[config.mk]
export PLATFORM = sky130hd
export DESIGN_NAME = tetris_top
export DESIGN_NICKNAME = d
export VERILOG_FILES = /design/src/source/game_pkg.sv /design/src/source/timing_pkg.sv /design/src/source/action_if.sv /design/src/source/key_conditioner.sv /design/src/source/piece_mover.sv /design/src/source/locked_field.sv /design/src/source/game_control.sv /design/src/source/sprint_timer.sv /design/src/source/tetris_top.sv
export SDC_FILE = /design/constraint.sdc
export NUM_CORES = 1
export LEC_CHECK = 0
export ABC_AREA = 0
export BUFFER_PORTS_ARGS = -buffer_cell sky130_fd_sc_hd__buf_4
export CAP_MARGIN = 20
export CORE_UTILIZATION = 50
export CTS_CLUSTER_DIAMETER = 80
export DETAILED_ROUTE_END_ITERATION = 10
export PLACE_DENSITY_LB_ADDON = 0.08
export SLEW_MARGIN = 20
export SYNTH_ARGS = -nofsm -noshare
export SYNTH_HDL_FRONTEND = slang
export SYNTH_SLANG_ARGS = --single-unit
[constraint.sdc]
create_clock -name clk -period 11.6 [get_ports clk]
set_input_delay 1.16 -clock clk [delete_from_list [all_inputs] [get_ports clk]]
set_output_delay 1.16 -clock clk [all_outputs]
set_load 0.1 [all_outputs]
[src/source/game_pkg.sv]
/*
 * Playfield geometry, coordinate types and the game state encoding.
 * Imported by the piece, field and control modules of the sprint game.
 */
package game_pkg;

    // playfield size, row 0 at the top
    localparam int FIELD_ROWS = 20;
    localparam int FIELD_COLS = 10;

    typedef logic [4:0] row_t;
    typedef logic [3:0] col_t;

    // bit c set when column c of the row holds a locked tile
    typedef logic [FIELD_COLS-1:0] row_mask_t;

    // top-left cell of the O piece when it appears
    localparam row_t SPAWN_ROW = 5'd0;
    localparam col_t SPAWN_COL = 4'd4;

    // the 2x2 piece must leave room for its second row and column
    localparam row_t MAX_PIECE_ROW = row_t'(FIELD_ROWS - 2);
    localparam col_t MAX_PIECE_COL = col_t'(FIELD_COLS - 2);

    typedef enum logic [1:0] {
        READY,
        PLAYING,
        SPAWN_CHECK,
        GAME_OVER
    } game_state_t;

endpackage

[src/source/timing_pkg.sv]
/*
 * Key cooldown and sprint timer constants with the timer digit types.
 * TICK_CYCLES is short for simulation; on the board it is 5_000_000.
 */
package timing_pkg;

    // cycles an action stays blocked after it fires
    localparam int COOLDOWN_CYCLES = 8;

    // clock cycles per decisecond
    localparam int TICK_CYCLES = 50;

    // last value of each timer digit before it wraps
    localparam int DECIS_WRAP = 9;
    localparam int SEC_WRAP   = 59;
    localparam int MIN_WRAP   = 59;

    typedef logic [3:0] cooldown_t;
    typedef logic [5:0] tick_t;
    typedef logic [3:0] decis_t;
    typedef logic [5:0] sec_t;
    typedef logic [5:0] min_t;

endpackage

[src/source/action_if.sv]
/*
 * Player action pulses from the key conditioner to the piece and game logic.
 * Each signal is high for one cycle per accepted key action.
 */
interface action_if;

    logic move_left;
    logic move_right;
    logic soft_drop;
    logic hard_drop;

    modport src (output move_left, output move_right, output soft_drop, output hard_drop);

    modport dst (input move_left, input move_right, input soft_drop, input hard_drop);

endinterface

[src/source/key_conditioner.sv]
/*
 * Turns the four active-low push keys into rate-limited action pulses.
 * A held key repeats its action every COOLDOWN_CYCLES+1 cycles.
 */
module key_conditioner
    import timing_pkg::*;
(
    input  logic  clk,
    input  logic  rst_l,
    input  logic  key_left_n,
    input  logic  key_right_n,
    input  logic  key_soft_n,
    input  logic  key_hard_n,
    action_if.src act
);

    // bit order: left, right, soft drop, hard drop
    logic [3:0] key_meta;
    logic [3:0] key_sync;
    logic [3:0] fire;
    logic [3:0] pulse;
    cooldown_t  cooldown [4];

    // two-flop synchronizers, inverted to active high
    always_ff @(posedge clk, negedge rst_l) begin
        if (!rst_l) begin
            key_meta <= '0;
            key_sync <= '0;
        end else begin
            key_meta <= ~{key_hard_n, key_soft_n, key_right_n, key_left_n};
            key_sync <= key_meta;
        end
    end

    // pressed and not cooling down
    always_comb begin
        for (int i = 0; i < 4; i++) begin
            fire[i] = key_sync[i] && (cooldown[i] == '0);
        end
    end

    always_ff @(posedge clk, negedge rst_l) begin
        if (!rst_l) begin
            pulse <= '0;
            for (int i = 0; i < 4; i++) begin
                cooldown[i] <= '0;
            end
        end else begin
            pulse <= fire;
            for (int i = 0; i < 4; i++) begin
                if (fire[i]) begin
                    cooldown[i] <= cooldown_t'(COOLDOWN_CYCLES);
                end else if (cooldown[i] != '0) begin
                    cooldown[i] <= cooldown[i] - 1'b1;
                end
            end
        end
    end

    assign act.move_left  = pulse[0];
    assign act.move_right = pulse[1];
    assign act.soft_drop  = pulse[2];
    assign act.hard_drop  = pulse[3];

endmodule

[src/source/piece_mover.sv]
/*
 * Position of the falling O piece, given by its top-left cell.
 * Applies soft drop and side moves against walls and locked tiles, and
 * finds the landing row used by hard drop.
 */
module piece_mover
    import game_pkg::*;
(
    input  logic      clk,
    input  logic      rst_l,
    action_if.dst     act,
    input  logic      play_en,
    input  logic      lock,
    input  row_mask_t occupied [FIELD_ROWS],
    output row_t      piece_row,
    output col_t      piece_col,
    output row_t      land_row,
    output logic      spawn_blocked
);

    row_t row_next;
    col_t col_next;

    // all four cells of a 2x2 piece at (r, c) are empty
    function automatic logic cells_free(row_t r, col_t c);
        return !occupied[r][c] && !occupied[r][c + 1'b1] &&
               !occupied[r + 1'b1][c] && !occupied[r + 1'b1][c + 1'b1];
    endfunction

    always_comb begin
        row_next = piece_row;
        col_next = piece_col;
        if (lock) begin
            row_next = SPAWN_ROW;
            col_next = SPAWN_COL;
        end else if (play_en) begin
            if (act.soft_drop) begin
                if (piece_row < MAX_PIECE_ROW &&
                    cells_free(row_t'(piece_row + 1'b1), piece_col)) begin
                    row_next = piece_row + 1'b1;
                end
            end else if (act.move_left) begin
                if (piece_col != '0 &&
                    cells_free(piece_row, col_t'(piece_col - 1'b1))) begin
                    col_next = piece_col - 1'b1;
                end
            end else if (act.move_right) begin
                if (piece_col < MAX_PIECE_COL &&
                    cells_free(piece_row, col_t'(piece_col + 1'b1))) begin
                    col_next = piece_col + 1'b1;
                end
            end
        end
    end

    always_ff @(posedge clk, negedge rst_l) begin
        if (!rst_l) begin
            piece_row <= SPAWN_ROW;
            piece_col <= SPAWN_COL;
        end else begin
            piece_row <= row_next;
            piece_col <= col_next;
        end
    end

    // walk down from the piece until the next row is blocked
    always_comb begin
        logic stopped;
        stopped  = 1'b0;
        land_row = piece_row;
        for (int r = 1; r <= int'(MAX_PIECE_ROW); r++) begin
            if (r > int'(piece_row) && !stopped) begin
                if (cells_free(row_t'(r), piece_col)) begin
                    land_row = row_t'(r);
                end else begin
                    stopped = 1'b1;
                end
            end
        end
    end

    assign spawn_blocked = !cells_free(SPAWN_ROW, SPAWN_COL);

endmodule

[src/source/locked_field.sv]
/*
 * Occupancy of every playfield cell with locked tiles.
 * A lock writes the O piece at its landing row; one row can be read out.
 */
module locked_field
    import game_pkg::*;
(
    input  logic      clk,
    input  logic      rst_l,
    input  logic      lock,
    input  row_t      land_row,
    input  col_t      piece_col,
    output row_mask_t occupied [FIELD_ROWS],
    input  row_t      field_row_sel,
    output row_mask_t field_row
);

    row_t land_row_lo;
    col_t piece_col_hi;

    assign land_row_lo  = land_row + 1'b1;
    assign piece_col_hi = piece_col + 1'b1;

    always_ff @(posedge clk, negedge rst_l) begin
        if (!rst_l) begin
            for (int r = 0; r < FIELD_ROWS; r++) begin
                occupied[r] <= '0;
            end
        end else if (lock) begin
            occupied[land_row][piece_col]       <= 1'b1;
            occupied[land_row][piece_col_hi]    <= 1'b1;
            occupied[land_row_lo][piece_col]    <= 1'b1;
            occupied[land_row_lo][piece_col_hi] <= 1'b1;
        end
    end

    // rows past the bottom read as empty
    always_comb begin
        if (field_row_sel < row_t'(FIELD_ROWS)) begin
            field_row = occupied[field_row_sel];
        end else begin
            field_row = '0;
        end
    end

endmodule

[src/source/game_control.sv]
/*
 * Game flow FSM: ready screen, play, spawn check after a lock, game over.
 * Enables piece motion and the timer only while playing.
 */
module game_control
    import game_pkg::*;
(
    input  logic        clk,
    input  logic        rst_l,
    action_if.dst       act,
    input  logic        spawn_blocked,
    output logic        play_en,
    output logic        lock,
    output logic        start,
    output game_state_t game_state
);

    game_state_t state;
    game_state_t state_next;

    always_comb begin
        state_next = state;
        case (state)
            READY: begin
                if (act.soft_drop) begin
                    state_next = PLAYING;
                end
            end
            PLAYING: begin
                if (act.hard_drop) begin
                    state_next = SPAWN_CHECK;
                end
            end
            // field already holds the locked piece here
            SPAWN_CHECK: begin
                state_next = spawn_blocked ? GAME_OVER : PLAYING;
            end
            default: begin
                state_next = GAME_OVER;
            end
        endcase
    end

    always_ff @(posedge clk, negedge rst_l) begin
        if (!rst_l) begin
            state <= READY;
        end else begin
            state <= state_next;
        end
    end

    assign play_en    = (state == PLAYING);
    assign lock       = play_en && act.hard_drop;
    assign start      = (state == READY) && act.soft_drop;
    assign game_state = state;

endmodule

[src/source/sprint_timer.sv]
/*
 * Sprint clock in minutes, seconds and deciseconds.
 * Cleared by start, counts only while play is enabled.
 */
module sprint_timer
    import timing_pkg::*;
(
    input  logic   clk,
    input  logic   rst_l,
    input  logic   play_en,
    input  logic   start,
    output min_t   time_minutes,
    output sec_t   time_seconds,
    output decis_t time_deciseconds
);

    tick_t tick_cnt;
    logic  tick;

    assign tick = play_en && (tick_cnt == tick_t'(TICK_CYCLES - 1));

    always_ff @(posedge clk, negedge rst_l) begin
        if (!rst_l) begin
            tick_cnt         <= '0;
            time_deciseconds <= '0;
            time_seconds     <= '0;
            time_minutes     <= '0;
        end else if (start) begin
            tick_cnt         <= '0;
            time_deciseconds <= '0;
            time_seconds     <= '0;
            time_minutes     <= '0;
        end else begin
            if (play_en) begin
                tick_cnt <= tick ? '0 : tick_cnt + 1'b1;
            end
            // digits carry into the next one on wrap
            if (tick) begin
                if (time_deciseconds == decis_t'(DECIS_WRAP)) begin
                    time_deciseconds <= '0;
                    if (time_seconds == sec_t'(SEC_WRAP)) begin
                        time_seconds <= '0;
                        if (time_minutes == min_t'(MIN_WRAP)) begin
                            time_minutes <= '0;
                        end else begin
                            time_minutes <= time_minutes + 1'b1;
                        end
                    end else begin
                        time_seconds <= time_seconds + 1'b1;
                    end
                end else begin
                    time_deciseconds <= time_deciseconds + 1'b1;
                end
            end
        end
    end

endmodule

[src/source/tetris_top.sv]
/*
 * Top level of the O-piece sprint game.
 * Keys come in active low; piece position, one field row, game state and
 * the sprint time go out for display.
 */
module tetris_top
    import game_pkg::*,
           timing_pkg::*;
(
    input  logic        clk,
    input  logic        rst_l,
    input  logic        key_left_n,
    input  logic        key_right_n,
    input  logic        key_soft_n,
    input  logic        key_hard_n,
    input  row_t        field_row_sel,
    output row_t        piece_row,
    output col_t        piece_col,
    output row_mask_t   field_row,
    output game_state_t game_state,
    output min_t        time_minutes,
    output sec_t        time_seconds,
    output decis_t      time_deciseconds
);

    logic      play_en;
    logic      lock;
    logic      start;
    logic      spawn_blocked;
    row_t      land_row;
    row_mask_t occupied [FIELD_ROWS];

    action_if u_act ();

    key_conditioner u_keys (
        .clk         (clk),
        .rst_l       (rst_l),
        .key_left_n  (key_left_n),
        .key_right_n (key_right_n),
        .key_soft_n  (key_soft_n),
        .key_hard_n  (key_hard_n),
        .act         (u_act.src)
    );

    piece_mover u_mover (
        .clk           (clk),
        .rst_l         (rst_l),
        .act           (u_act.dst),
        .play_en       (play_en),
        .lock          (lock),
        .occupied      (occupied),
        .piece_row     (piece_row),
        .piece_col     (piece_col),
        .land_row      (land_row),
        .spawn_blocked (spawn_blocked)
    );

    locked_field u_field (
        .clk           (clk),
        .rst_l         (rst_l),
        .lock          (lock),
        .land_row      (land_row),
        .piece_col     (piece_col),
        .occupied      (occupied),
        .field_row_sel (field_row_sel),
        .field_row     (field_row)
    );

    game_control u_ctrl (
        .clk           (clk),
        .rst_l         (rst_l),
        .act           (u_act.dst),
        .spawn_blocked (spawn_blocked),
        .play_en       (play_en),
        .lock          (lock),
        .start         (start),
        .game_state    (game_state)
    );

    sprint_timer u_timer (
        .clk              (clk),
        .rst_l            (rst_l),
        .play_en          (play_en),
        .start            (start),
        .time_minutes     (time_minutes),
        .time_seconds     (time_seconds),
        .time_deciseconds (time_deciseconds)
    );

endmodule

Word level (Yosys, flattened, before mapping)
Index checks and enable logic that the tools add are counted.
- $add $sub $neg: 15
- order comparisons: 36
- equality and inequality tests: 10
- muxes and demuxes: 231
- bitwise gates (word level): 11
- reductions and logical operators: 195
- operator list (operator ; number):
    $or A200 B200 Y200 ; 4
    $bmux W10 S5 ; 4
    $demux W10 S5 ; 4
    $mux W5 ; 40
    $bmux W1 S4 ; 49
    $mux W10 ; 13
    $logic_and A1 B1 Y1 ; 97
    $mux W1 ; 85
    $mux W4 ; 18
    $mux W6 ; 12
    $logic_not A1 Y1 ; 70
    $gt A4 B5 Y1 const A ; 8
    $ge A6 B6 Y1 const B ; 6
    $not A5 Y6 ; 6
    $lt A4 B5 Y1 const B ; 5
    $reduce_bool A2 Y1 ; 11
    $gt A3 B5 Y1 const A ; 4
    $reduce_bool A4 Y1 ; 5
    $sub A4 B1 Y4 const B ; 5
    $add A6 B1 Y6 const B ; 3
    $eq A6 B6 Y1 const B ; 3
    $add A4 B1 Y4 const B ; 4
    $logic_not A4 Y1 ; 4
    $add A5 B1 Y5 const B ; 3
    other kinds (21) ; 35
- flip-flop bits (word level): 261
- bits of input ports: 11
- output and inout port bits: 37
- logic and storage cells: 532

Depth between registers and ports, before layout
Gate-level depths: netlist of run 1.
- depth after elaboration: 69
- gate-level depth with buffers: 24

Hierarchy
From an unflattened synthesis of run 1, not the netlist that was laid out.
- cells, all modules: 2148
- area, all modules: 22372.7 um^2
- by module, submodules not included (module ; instances ; cells an instance ; area an instance (um^2)):
    piece_mover ; 1 ; 1292 ; 11164.5
    locked_field ; 1 ; 617 ; 8708.4
    sprint_timer ; 1 ; 131 ; 1273.7
    key_conditioner ; 1 ; 97 ; 1123.6
    game_control ; 1 ; 11 ; 102.6

Worst setup path after synthesis of run 1
No wires, ideal clock.
- path type: register -> register
- start: register u_mover.piece_row[0]
- end: register u_mover.piece_col[3]
- setup time: 0.065 ns
- arrival: 6.413 ns
- data required time: 11.535 ns
- slack: 5.122 ns
- stages on the path, launching flop included: 23
- clock period less this slack: 6.478 ns
- cells stage by stage: dfrtp_1 buf_2 buf_2 buf_2 inv_1 clkbuf_1 buf_1 ha_1 buf_2 clkbuf_1 mux4_2 mux2i_1 mux2i_1 a2111oi_0 nor2_1 mux2_2 a22o_1 a221oi_1 a22oi_1 or3_1 clkbuf_1 a2111oi_0 a31o_2
- word-level cells in the longest chain between the ends: 13
- elaborated cells between the ends (all ways): 44
- those cells by class: add/sub (1); eq/ne (1); mux (22); bitwise (2); reduce/logical (18)
- RTL lines (what ; RTL line ; text):
    from (decl) ; piece_mover.sv:15 ; output row_t piece_row,
    from (signal assigned) ; piece_mover.sv:61 ; piece_row <= row_next;
    $add A5 B1 Y5 or $not A5 Y6 (tied branches) ; piece_mover.sv:27, piece_mover.sv:26 ;
    $not A5 Y6 (not written as such) or $bmux W10 S5 (tied branches) ; piece_mover.sv:27, piece_mover.sv:26 ;
    $bmux W10 S5 or $mux W10 (tied branches) ; piece_mover.sv:27, piece_mover.sv:26 ;
    $mux W10, on equally long branches ; piece_mover.sv:27, piece_mover.sv:26 ;
    $mux W10 (not written as such) or $bmux W1 S4 (tied branches) ; piece_mover.sv:27, piece_mover.sv:26 ;
    $bmux W1 S4 or $mux W1 (tied branches) ; piece_mover.sv:27, piece_mover.sv:26 ;
    $mux W1 (not written as such) or $logic_not A1 Y1 (tied branches) ; piece_mover.sv:27, piece_mover.sv:26 ;
    $logic_not A1 Y1 or $logic_and A1 B1 Y1 (tied branches) ; piece_mover.sv:27, piece_mover.sv:26 ;
    $logic_and A1 B1 Y1 ; piece_mover.sv:26 ; return !occupied[r][c] && !occupied[r][c + 1'b1] &&
    $logic_and A1 B1 Y1 ; piece_mover.sv:27 ; !occupied[r + 1'b1][c] && !occupied[r + 1'b1][c + 1'b1];
    $logic_and A1 B1 Y1, on equally long branches ; piece_mover.sv:43, piece_mover.sv:48 ;
    $ne A3 B2 Y1 (no line) or $reduce_bool A3 Y1 (tied branches) ; -- ;
    $reduce_and A5 Y1 (no line) * ; -- ;
    to (signal assigned) ; piece_mover.sv:62 ; piece_col <= col_next;
    to (decl) ; piece_mover.sv:16 ; output col_t piece_col,
Every way passes the cells marked *; elsewhere a longest branch is shown, timed or not. The select of a mux whose other input is x is not followed.
A chain may end at the register's enable or synchronous reset.

Worst setup path after layout of run 1
- start: register u_mover.piece_col[0]
- end: register u_field.occupied[31] (netlist name)
- word-level cells in the longest chain between the ends: 69
- elaborated cells between the ends (all ways): 304
- those cells by class: add/sub (2); order compare (8); mux (158); bitwise (6); reduce/logical (130)
- RTL lines (what ; RTL line ; text):
    branches (longest 68 deep; another with $add A4 B1 Y4) ; -- ;
    $or A200 B200 Y200 (no line) * ; -- ;
    to (signal, indexed assignment) ; locked_field.sv:27 ; occupied[r] <= '0;
    to (signal, indexed assignment) ; locked_field.sv:30 ; occupied[land_row][piece_col] <= 1'b1;
    to (signal, indexed assignment) ; locked_field.sv:31 ; occupied[land_row][piece_col_hi] <= 1'b1;
    to (decl) ; locked_field.sv:13 ; output row_mask_t occupied [FIELD_ROWS],
Mark *: on every way between the ends. The select of a mux whose other input is x is not followed.

==> metrics.cfg, run 1 <==
[status]
status=finished clean

[timing]
fmax_mhz=135
rsz0062_at_grt=no
slew_headroom=0.205
fin_crit_sh=0.638
finClkSkew_ns=0.0198
layout_setup_ws_ns=4.19
tightest_slew_ns=1.18
min_period_ns=7.41
timing.final.max_slew_violations=0
hold_violations=0
fin_tns_setup_ns=0
finalSetupViolCount=0

[floorplan]
io_pins=48
die_w_um=211
die_h_um=211
coreArea_um2=43100
num_rows=76
die_area_um2=44500
start_util=0.507

[worst_setup_path]
end_kind=flop
arrival_ns=7.89
cp.buffers_inverters=2
crit_required_ns=12.08
slowest_stage=o22ai_2
criticalPathCategory=reg2reg
cp_top_family=compound AO/OA/AOI/OAI gates
path_common_cell=buf_4
critPathMaxStageDelay_ns=0.80
cp.depth=14
cp_cell_sequence=buf_4 -> buf_4 -> mux4_2 -> a22o_1 -> a221oi_1 -> o21a_1 -> a21boi_0 -> or3_1 -> or3b_1 -> a21oi_1 -> o31a_1 -> nand4_1 -> o22ai_2 -> a21o_1
rr_worst_depth=14
cp-start-kind=flop
critPathMaxFanout=54

[routing]
drt-pass1-iter-count=6
routed_via_density=7.52
wire_per_inst_um=32.9
drt_wl_total_mm=82.9
ant_nets=0
route.detailed.drc=0
dr.first_iter.drc_count=2775
via_count=19000

[pwr]
leakagePower_nw=10.3
irDropWorstVdd_uv=323
power_density_nw_per_um2=288

[layout]
n_fill_cell=3715
multiInputGateArea_um2=14500
final_area_um2=23700
area_growth_pct=8.47
nets=1955
seqCellArea_um2=6540
drive_gt1_frac=0.247

[logic_synthesis]
synth_async_sr_flop_share=1.00
seq_area_frac_synth=0.299
synth_edf_count=0
yosys.area_share.simple=0.0956
avgSynthCellArea_um2=11.2
synth_fp_nets=1995
synth-main-ff-cell=dfrtp_1
synth_top_family_by_area=multiplexers
netlist_area_um2=21800
yosys_warnings=0
ys_types=94
synth-seq-cells=261
synth_compound_area_frac=0.199
synthXorXnorAreaFrac=0.00877
muxShareOfSynthArea=0.337
synthCells=1953
synth_fa_ha_area_frac=0.0178

[global_routing]
grt_first_pass_wirelength_mm=123
grt_max_degree=146
grt_pass1_vias=17900
overflow=0
track_usage=0.380
antenna_found_initial=1

[placement]
place.port_buffers=47
post-place-ws_ns=4.53
dpl.hpwl_mm=59.0
gp_congestion=1.04
place_area_um2=22500

[run]
maxCapViolCount=0

[clock_tree]
htreeDepth=2
cts_tree=yes
clock_sinks=261
clk_latency_ns=0.56
ctsHoldBuffers=0
post_cts_buffers=0
numCtsBuffers=35
cts_root_buf=clkbuf_16
cts_buffer_depth=3
cts_resized=0
path_clk_slew_ns=0.06

[min_path]
hold_path.class=reg2reg
whs_path_depth=0

## final timing paths
path                                             startpoint                             endpoint  slack, ns
setup / recovery           u_mover.piece_col[0]$_DFFE_PN0P_     u_field.occupied[31]$_DFFE_PN0P_       4.19
hold / removal                 u_keys.key_meta[2]$_DFF_PN0_         u_keys.key_sync[2]$_DFF_PN0_       0.35
setup reg to reg           u_mover.piece_col[0]$_DFFE_PN0P_     u_field.occupied[31]$_DFFE_PN0P_       4.19
hold reg to reg                u_keys.key_meta[2]$_DFF_PN0_         u_keys.key_sync[2]$_DFF_PN0_       0.35
max in group asynchronous                             rst_l     u_field.occupied[77]$_DFFE_PN0P_       9.61
min in group asynchronous                             rst_l  u_timer.time_minutes[5]$_DFFE_PN0P_       0.62
## synthesized netlist by cell type (all sizes together) (18+ instances only)
| cell type | instances | area, µm² |
|---|---|---|
| a21o | 129 | 968 |
| a21oi | 75 | 405 |
| a22o | 22 | 193 |
| a22oi | 21 | 171 |
| a31o | 33 | 289 |
| and2 | 24 | 150 |
| buf | 86 | 468 |
| clkbuf | 79 | 297 |
| dfrtp | 260 | 6510 |
| ha | 31 | 388 |
| inv | 35 | 131 |
| mux2 | 21 | 236 |
| mux2i | 163 | 1660 |
| mux4 | 243 | 5470 |
| nand2 | 96 | 360 |
| nand3 | 71 | 368 |
| nand4 | 18 | 113 |
| nor2 | 87 | 327 |
| nor3 | 25 | 135 |
| o2111ai | 19 | 166 |
| o21ai | 89 | 453 |
| o21bai | 52 | 390 |
| o22ai | 18 | 119 |
## cell usage in the layout, fill, tap and decap left out, drive strengths merged, types with 21 or more instances in the layout
cell,netlist,final
a21o,129,129
mux4,243,243
buf,86,87
nand2,96,96
inv,35,38
clkbuf,79,48
o21ai,89,89
a21oi,75,75
a22oi,21,21
a31o,33,33
nand3,71,71
mux2i,163,163
o21bai,52,52
nor3,25,25
ha,31,31
a22o,22,22
nor2,87,87
mux2,21,21
dfrtp,260,260
and2,24,24
## metrics by stage
step                hold WS [ns]  utilization  cells  total power, W
floorplan                  0.331            -   1953         0.00437
global placement           0.332        0.523   2458         0.00557
detailed placement         0.338        0.523   2458         0.00561
CTS                        0.351        0.548   2518         0.00669
global route               0.351        0.550   2521         0.00709
finish                     0.348        0.550   2522         0.00682
## logic make-up (layout without fill, tap and decap cells)
group | count (synthesis) | after routing
adder cells (fa/ha/maj) | 31 | 31
AND/OR/NAND/NOR | 410 | 410
AO/OA/AOI/OAI | 599 | 599
multiplexers | 427 | 427
buffers and inverters | 204 | 187
other | 0 | 1
flip-flops | 261 | 261
XOR/XNOR | 21 | 21
## power breakdown
group          total (W)  switching [W]  internal, W
combinational    0.00440        0.00290      0.00150
sequential       0.00136       0.000311      0.00105
clock            0.00105       0.000433     0.000621
## worst reg2reg max path, stage by stage, from the launching register on
cell and delay (ns):
dfrtp_4 0.61, buf_4 0.69, buf_4 0.79, mux4_2 0.60
a22o_1 0.23, a221oi_1 0.56, o21a_1 0.34, a21boi_0 0.21
or3_1 0.46, or3b_1 0.45, a21oi_1 0.28, o31a_1 0.36
nand4_1 0.74, o22ai_2 0.81, a21o_1 0.21
## registers in the layout (all words and copies together) (netlist names), 4 cells and up
signal / cells
u_field.occupied: 200
u_keys.cooldown: 16
u_timer.tick_cnt: 6
u_timer.time_minutes: 6
u_timer.time_seconds: 6
u_mover.piece_row: 5
u_keys.key_meta: 4
u_keys.key_sync: 4
u_keys.pulse: 4
u_mover.piece_col: 4
u_timer.time_deciseconds: 4
## area by class of cell
type	count	area share
Multi-Input combinational cell	1488	0.610
Tap cell	585	0.0309
Sequential cell	261	0.276
Clock inverter	13	0.00491
Clock buffer	47	0.0415
Antenna cell	1	0.000106
Timing Repair Buffer	88	0.0296
Inverter	39	0.00618
## routing by layer
metal  routed length [µm]  track usage  vias to the layer above  part of all wire
li1                     -            -                     7748                 -
met1                31400        0.512                     9685              0.38
met2                37200        0.575                     1314              0.45
met3                 9810       0.0992                      228              0.12
met4                 4510        0.180                        0             0.054
met5                    0            0                        -                 0
(Power assumes the default switching activity.)
==> run 2, diff against run 1 <==
Clock period 11.6 ns to 5.9 ns, I/O delays scaled along.
==> metrics.cfg, run 2 (synthesis results as in run 1) <==
[status]
status=finished, violations left
violations=hold timing

[clock_tree]
path_clk_slew_ns=0.06  ; about the same
numCtsBuffers=36  ; +2.9%
htreeDepth=2  ; unchanged
cts_root_buf=clkbuf_16
ctsHoldBuffers=0  ; unchanged
clock_sinks=261  ; unchanged
cts_tree=yes
clk_latency_ns=0.55  ; about the same
cts_buffer_depth=3  ; unchanged

[worst_setup_path]
arrival_ns=6.13  ; -1.76 ns
crit_required_ns=6.35  ; -5.73 ns
critPathMaxStageDelay_ns=0.74  ; -0.06 ns
critPathMaxFanout=23  ; -57%
reg2reg_to=u_field.occupied[197]$_DFFE_PN0P_
endpoint=u_field.occupied[197]$_DFFE_PN0P_
slowest_stage=dfstp_2
end_kind=flop
cp_cell_sequence=ha_1 -> and3b_1 -> buf_4 -> nor2_1 -> o311ai_0 -> o21bai_1 -> or4b_1 -> or4_4 -> a31o_1 -> a32o_1 -> a22oi_4 -> buf_4 -> nand3_4 -> o22a_1 -> o21bai_1
criticalPathCategory=reg2reg
crit-reg2reg-launch=u_mover.piece_col[2]$_DFFE_PN1P_
r2r_slack_ns=0.22  ; -3.97 ns
rr_worst_depth=15  ; +1
cp-start-kind=flop
crit_start=u_mover.piece_col[2]$_DFFE_PN1P_

[pwr]
cell_internal_pwr_w=0.00669  ; +110%
power_density_nw_per_um2=576  ; +100%
irDropWorstVdd_uv=681  ; +110%
leakagePower_nw=10.5  ; +2.5%
pwr-share-seq=0.187  ; -0.013
power.switching_w=0.00722  ; +98%
clockPowerShare=0.154  ; about the same
comb_power_share=0.660  ; +0.015
netSwitchingFraction=0.519  ; -0.0159

[floorplan]
io_pins=48  ; unchanged
die_w_um=211  ; unchanged
die_h_um=211  ; unchanged
coreArea_um2=43100  ; unchanged
die_area_um2=44500  ; unchanged
start_util=0.507  ; unchanged
num_rows=76  ; unchanged

[timing]
min_period_ns=5.68  ; -1.73 ns
slew_headroom=0.176  ; -0.0285
tightest_slew_ns=1.22  ; +0.0423 ns
timing.final.max_slew_violations=0  ; unchanged
finClkSkew_ns=0.0133  ; -0.00659 ns
hold_violations=7  ; +7
fin_crit_sh=0.962  ; +0.324
fmax_mhz=176  ; +30%
hold-worst-slack_ns=-0.0217  ; -0.369 ns
finalSetupViolCount=0  ; unchanged
rsz0062_at_grt=no
fin_tns_setup_ns=0  ; unchanged

[global_routing]
busiest_layer=met2
met3_usage=0.0833  ; -0.0159
grt_pass1_vias=18300  ; +2.4%
overflow=0  ; unchanged
track_usage=0.401  ; +0.0201
grt_util_met1=0.551  ; +0.0393
antenna_found_initial=1  ; unchanged
grt_max_degree=129  ; -12%
use_met2=0.603  ; +0.0278
grt_first_pass_wirelength_mm=128  ; +4.1%

[routing]
drt_wl_total_mm=87.3  ; +5.3%
route.detailed.drc=0  ; unchanged
drt-pass1-iter-count=5  ; -1
dr.first_iter.drc_count=2655  ; -4.3%
via_count=19100  ; +0.67%
wire_per_inst_um=34.0  ; +3.5%
routed_via_density=7.44  ; -1.1%
ant_nets=0  ; unchanged

[layout]
fin_cells=2567  ; +1.8%
final_area_um2=24200  ; +2.0%
seqCellArea_um2=6540  ; unchanged
regMostFlops=u_field.occupied
area_growth_pct=10.6
antenna_cells=0  ; -1
mostFrequentLayoutCells=dfrtp_1, mux4_2, mux2i_1
reg_top3=u_field.occupied: 200 flops, u_keys.cooldown: 16 flops
n_fill_cell=3734  ; +0.51%
nets=2001  ; +2.4%
drive_gt1_frac=0.266  ; +0.0185
multiInputGateArea_um2=14500  ; +0.10%
largest_reg_flops=200  ; unchanged
final_common_cell=dfrtp_1

[placement]
place.port_buffers=47  ; unchanged
gp_congestion=0.995  ; -4.5%
place_area_um2=23000  ; +2.0%
dpl.hpwl_mm=63.2  ; +7.2%
dp_cells=2505  ; +1.9%

[min_path]
hold_path.class=in2async

[run]
maxCapViolCount=0  ; unchanged

[run 2: cell types whose count changed in the layout (fill, tap and decap cells not counted), moves of 2 or more]
cell        delta
clkbuf_8       +2
clkinv_4       +2
buf_4         +39
clkinvlp_4     -2
buf_12         +8
[run 2: stage by stage]
stage	worst slack, ns	util	hold WS (ns)	power, W
5_1_grt	0.0335	0.561	0.0275	0.0145
3_5_place_dp	0.292	0.533	0.336	0.0114
2_1_floorplan	0.0387	-	0.294	0.00861
3_3_place_gp	0.331	0.533	0.335	0.0114
6_report	0.222	0.561	-0.0217	0.0139
4_1_cts	0.255	0.560	0.00591	0.0136
[run 2: power by group through the flow]
stage | Combinational (W) | Clock (W) | Sequential [W]
finish | 0.00918 | 0.00214 | 0.00260
global route | 0.00963 | 0.00224 | 0.00262
CTS | 0.00886 | 0.00217 | 0.00257
detailed placement | 0.00884 | 0 | 0.00259
global placement | 0.00880 | 0 | 0.00258
floorplan | 0.00601 | 0 | 0.00261
[run 2: worst min-delay path by stage]
| stage | start | endpoint | slack [ns] | depth (start not counted) |
|---|---|---|---|---|
| floorplan | rst_l | u_ctrl.game_state[0]$_DFFE_PN0P_ | 0.29 | 0 |
| CTS | rst_l | u_timer.time_seconds[3]$_DFFE_PN0P_ | 0.006 | 1 |
| global route | rst_l | u_timer.time_seconds[2]$_DFFE_PN0P_ | 0.03 | 1 |
| finish | rst_l | u_timer.time_seconds[2]$_DFFE_PN0P_ | -0.02 | 1 |
| global placement | u_keys.key_meta[2]$_DFF_PN0_ | u_keys.key_sync[2]$_DFF_PN0_ | 0.33 | 0 |
| detailed placement | u_keys.key_meta[1]$_DFF_PN0_ | u_keys.key_sync[1]$_DFF_PN0_ | 0.34 | 0 |
[run 2: cell type report]
| type | instances | area share |
|---|---|---|
| Timing Repair Buffer | 133 | 0.0463 |
| Clock inverter | 12 | 0.00539 |
| Sequential cell | 261 | 0.271 |
| Clock buffer | 49 | 0.0419 |
| Tap cell | 585 | 0.0303 |
| Inverter | 39 | 0.00622 |
| Multi-Input combinational cell | 1488 | 0.599 |
[run 2: worst max-delay path: cells and delay by family, from the launching register on]
kind            cells  cell delay (ns)
buf+inv             2             0.62
fa+ha+maj           1             0.31
flops               1             0.74
simple gates        5             1.86
compound gates      7             2.04
[run 2: what timing repair did]
item                       4_1_cts  5_1_grt
setup endpoints to repair        0       49
setup buffers                    0        0
gates resized for setup          0        4
[run 2: per-layer routing]
metal,up-vias,part of all wire
li1,7837,-
met1,9762,0.39
met2,1267,0.45
met3,235,0.10
met4,2,0.059
met5,-,0.00018
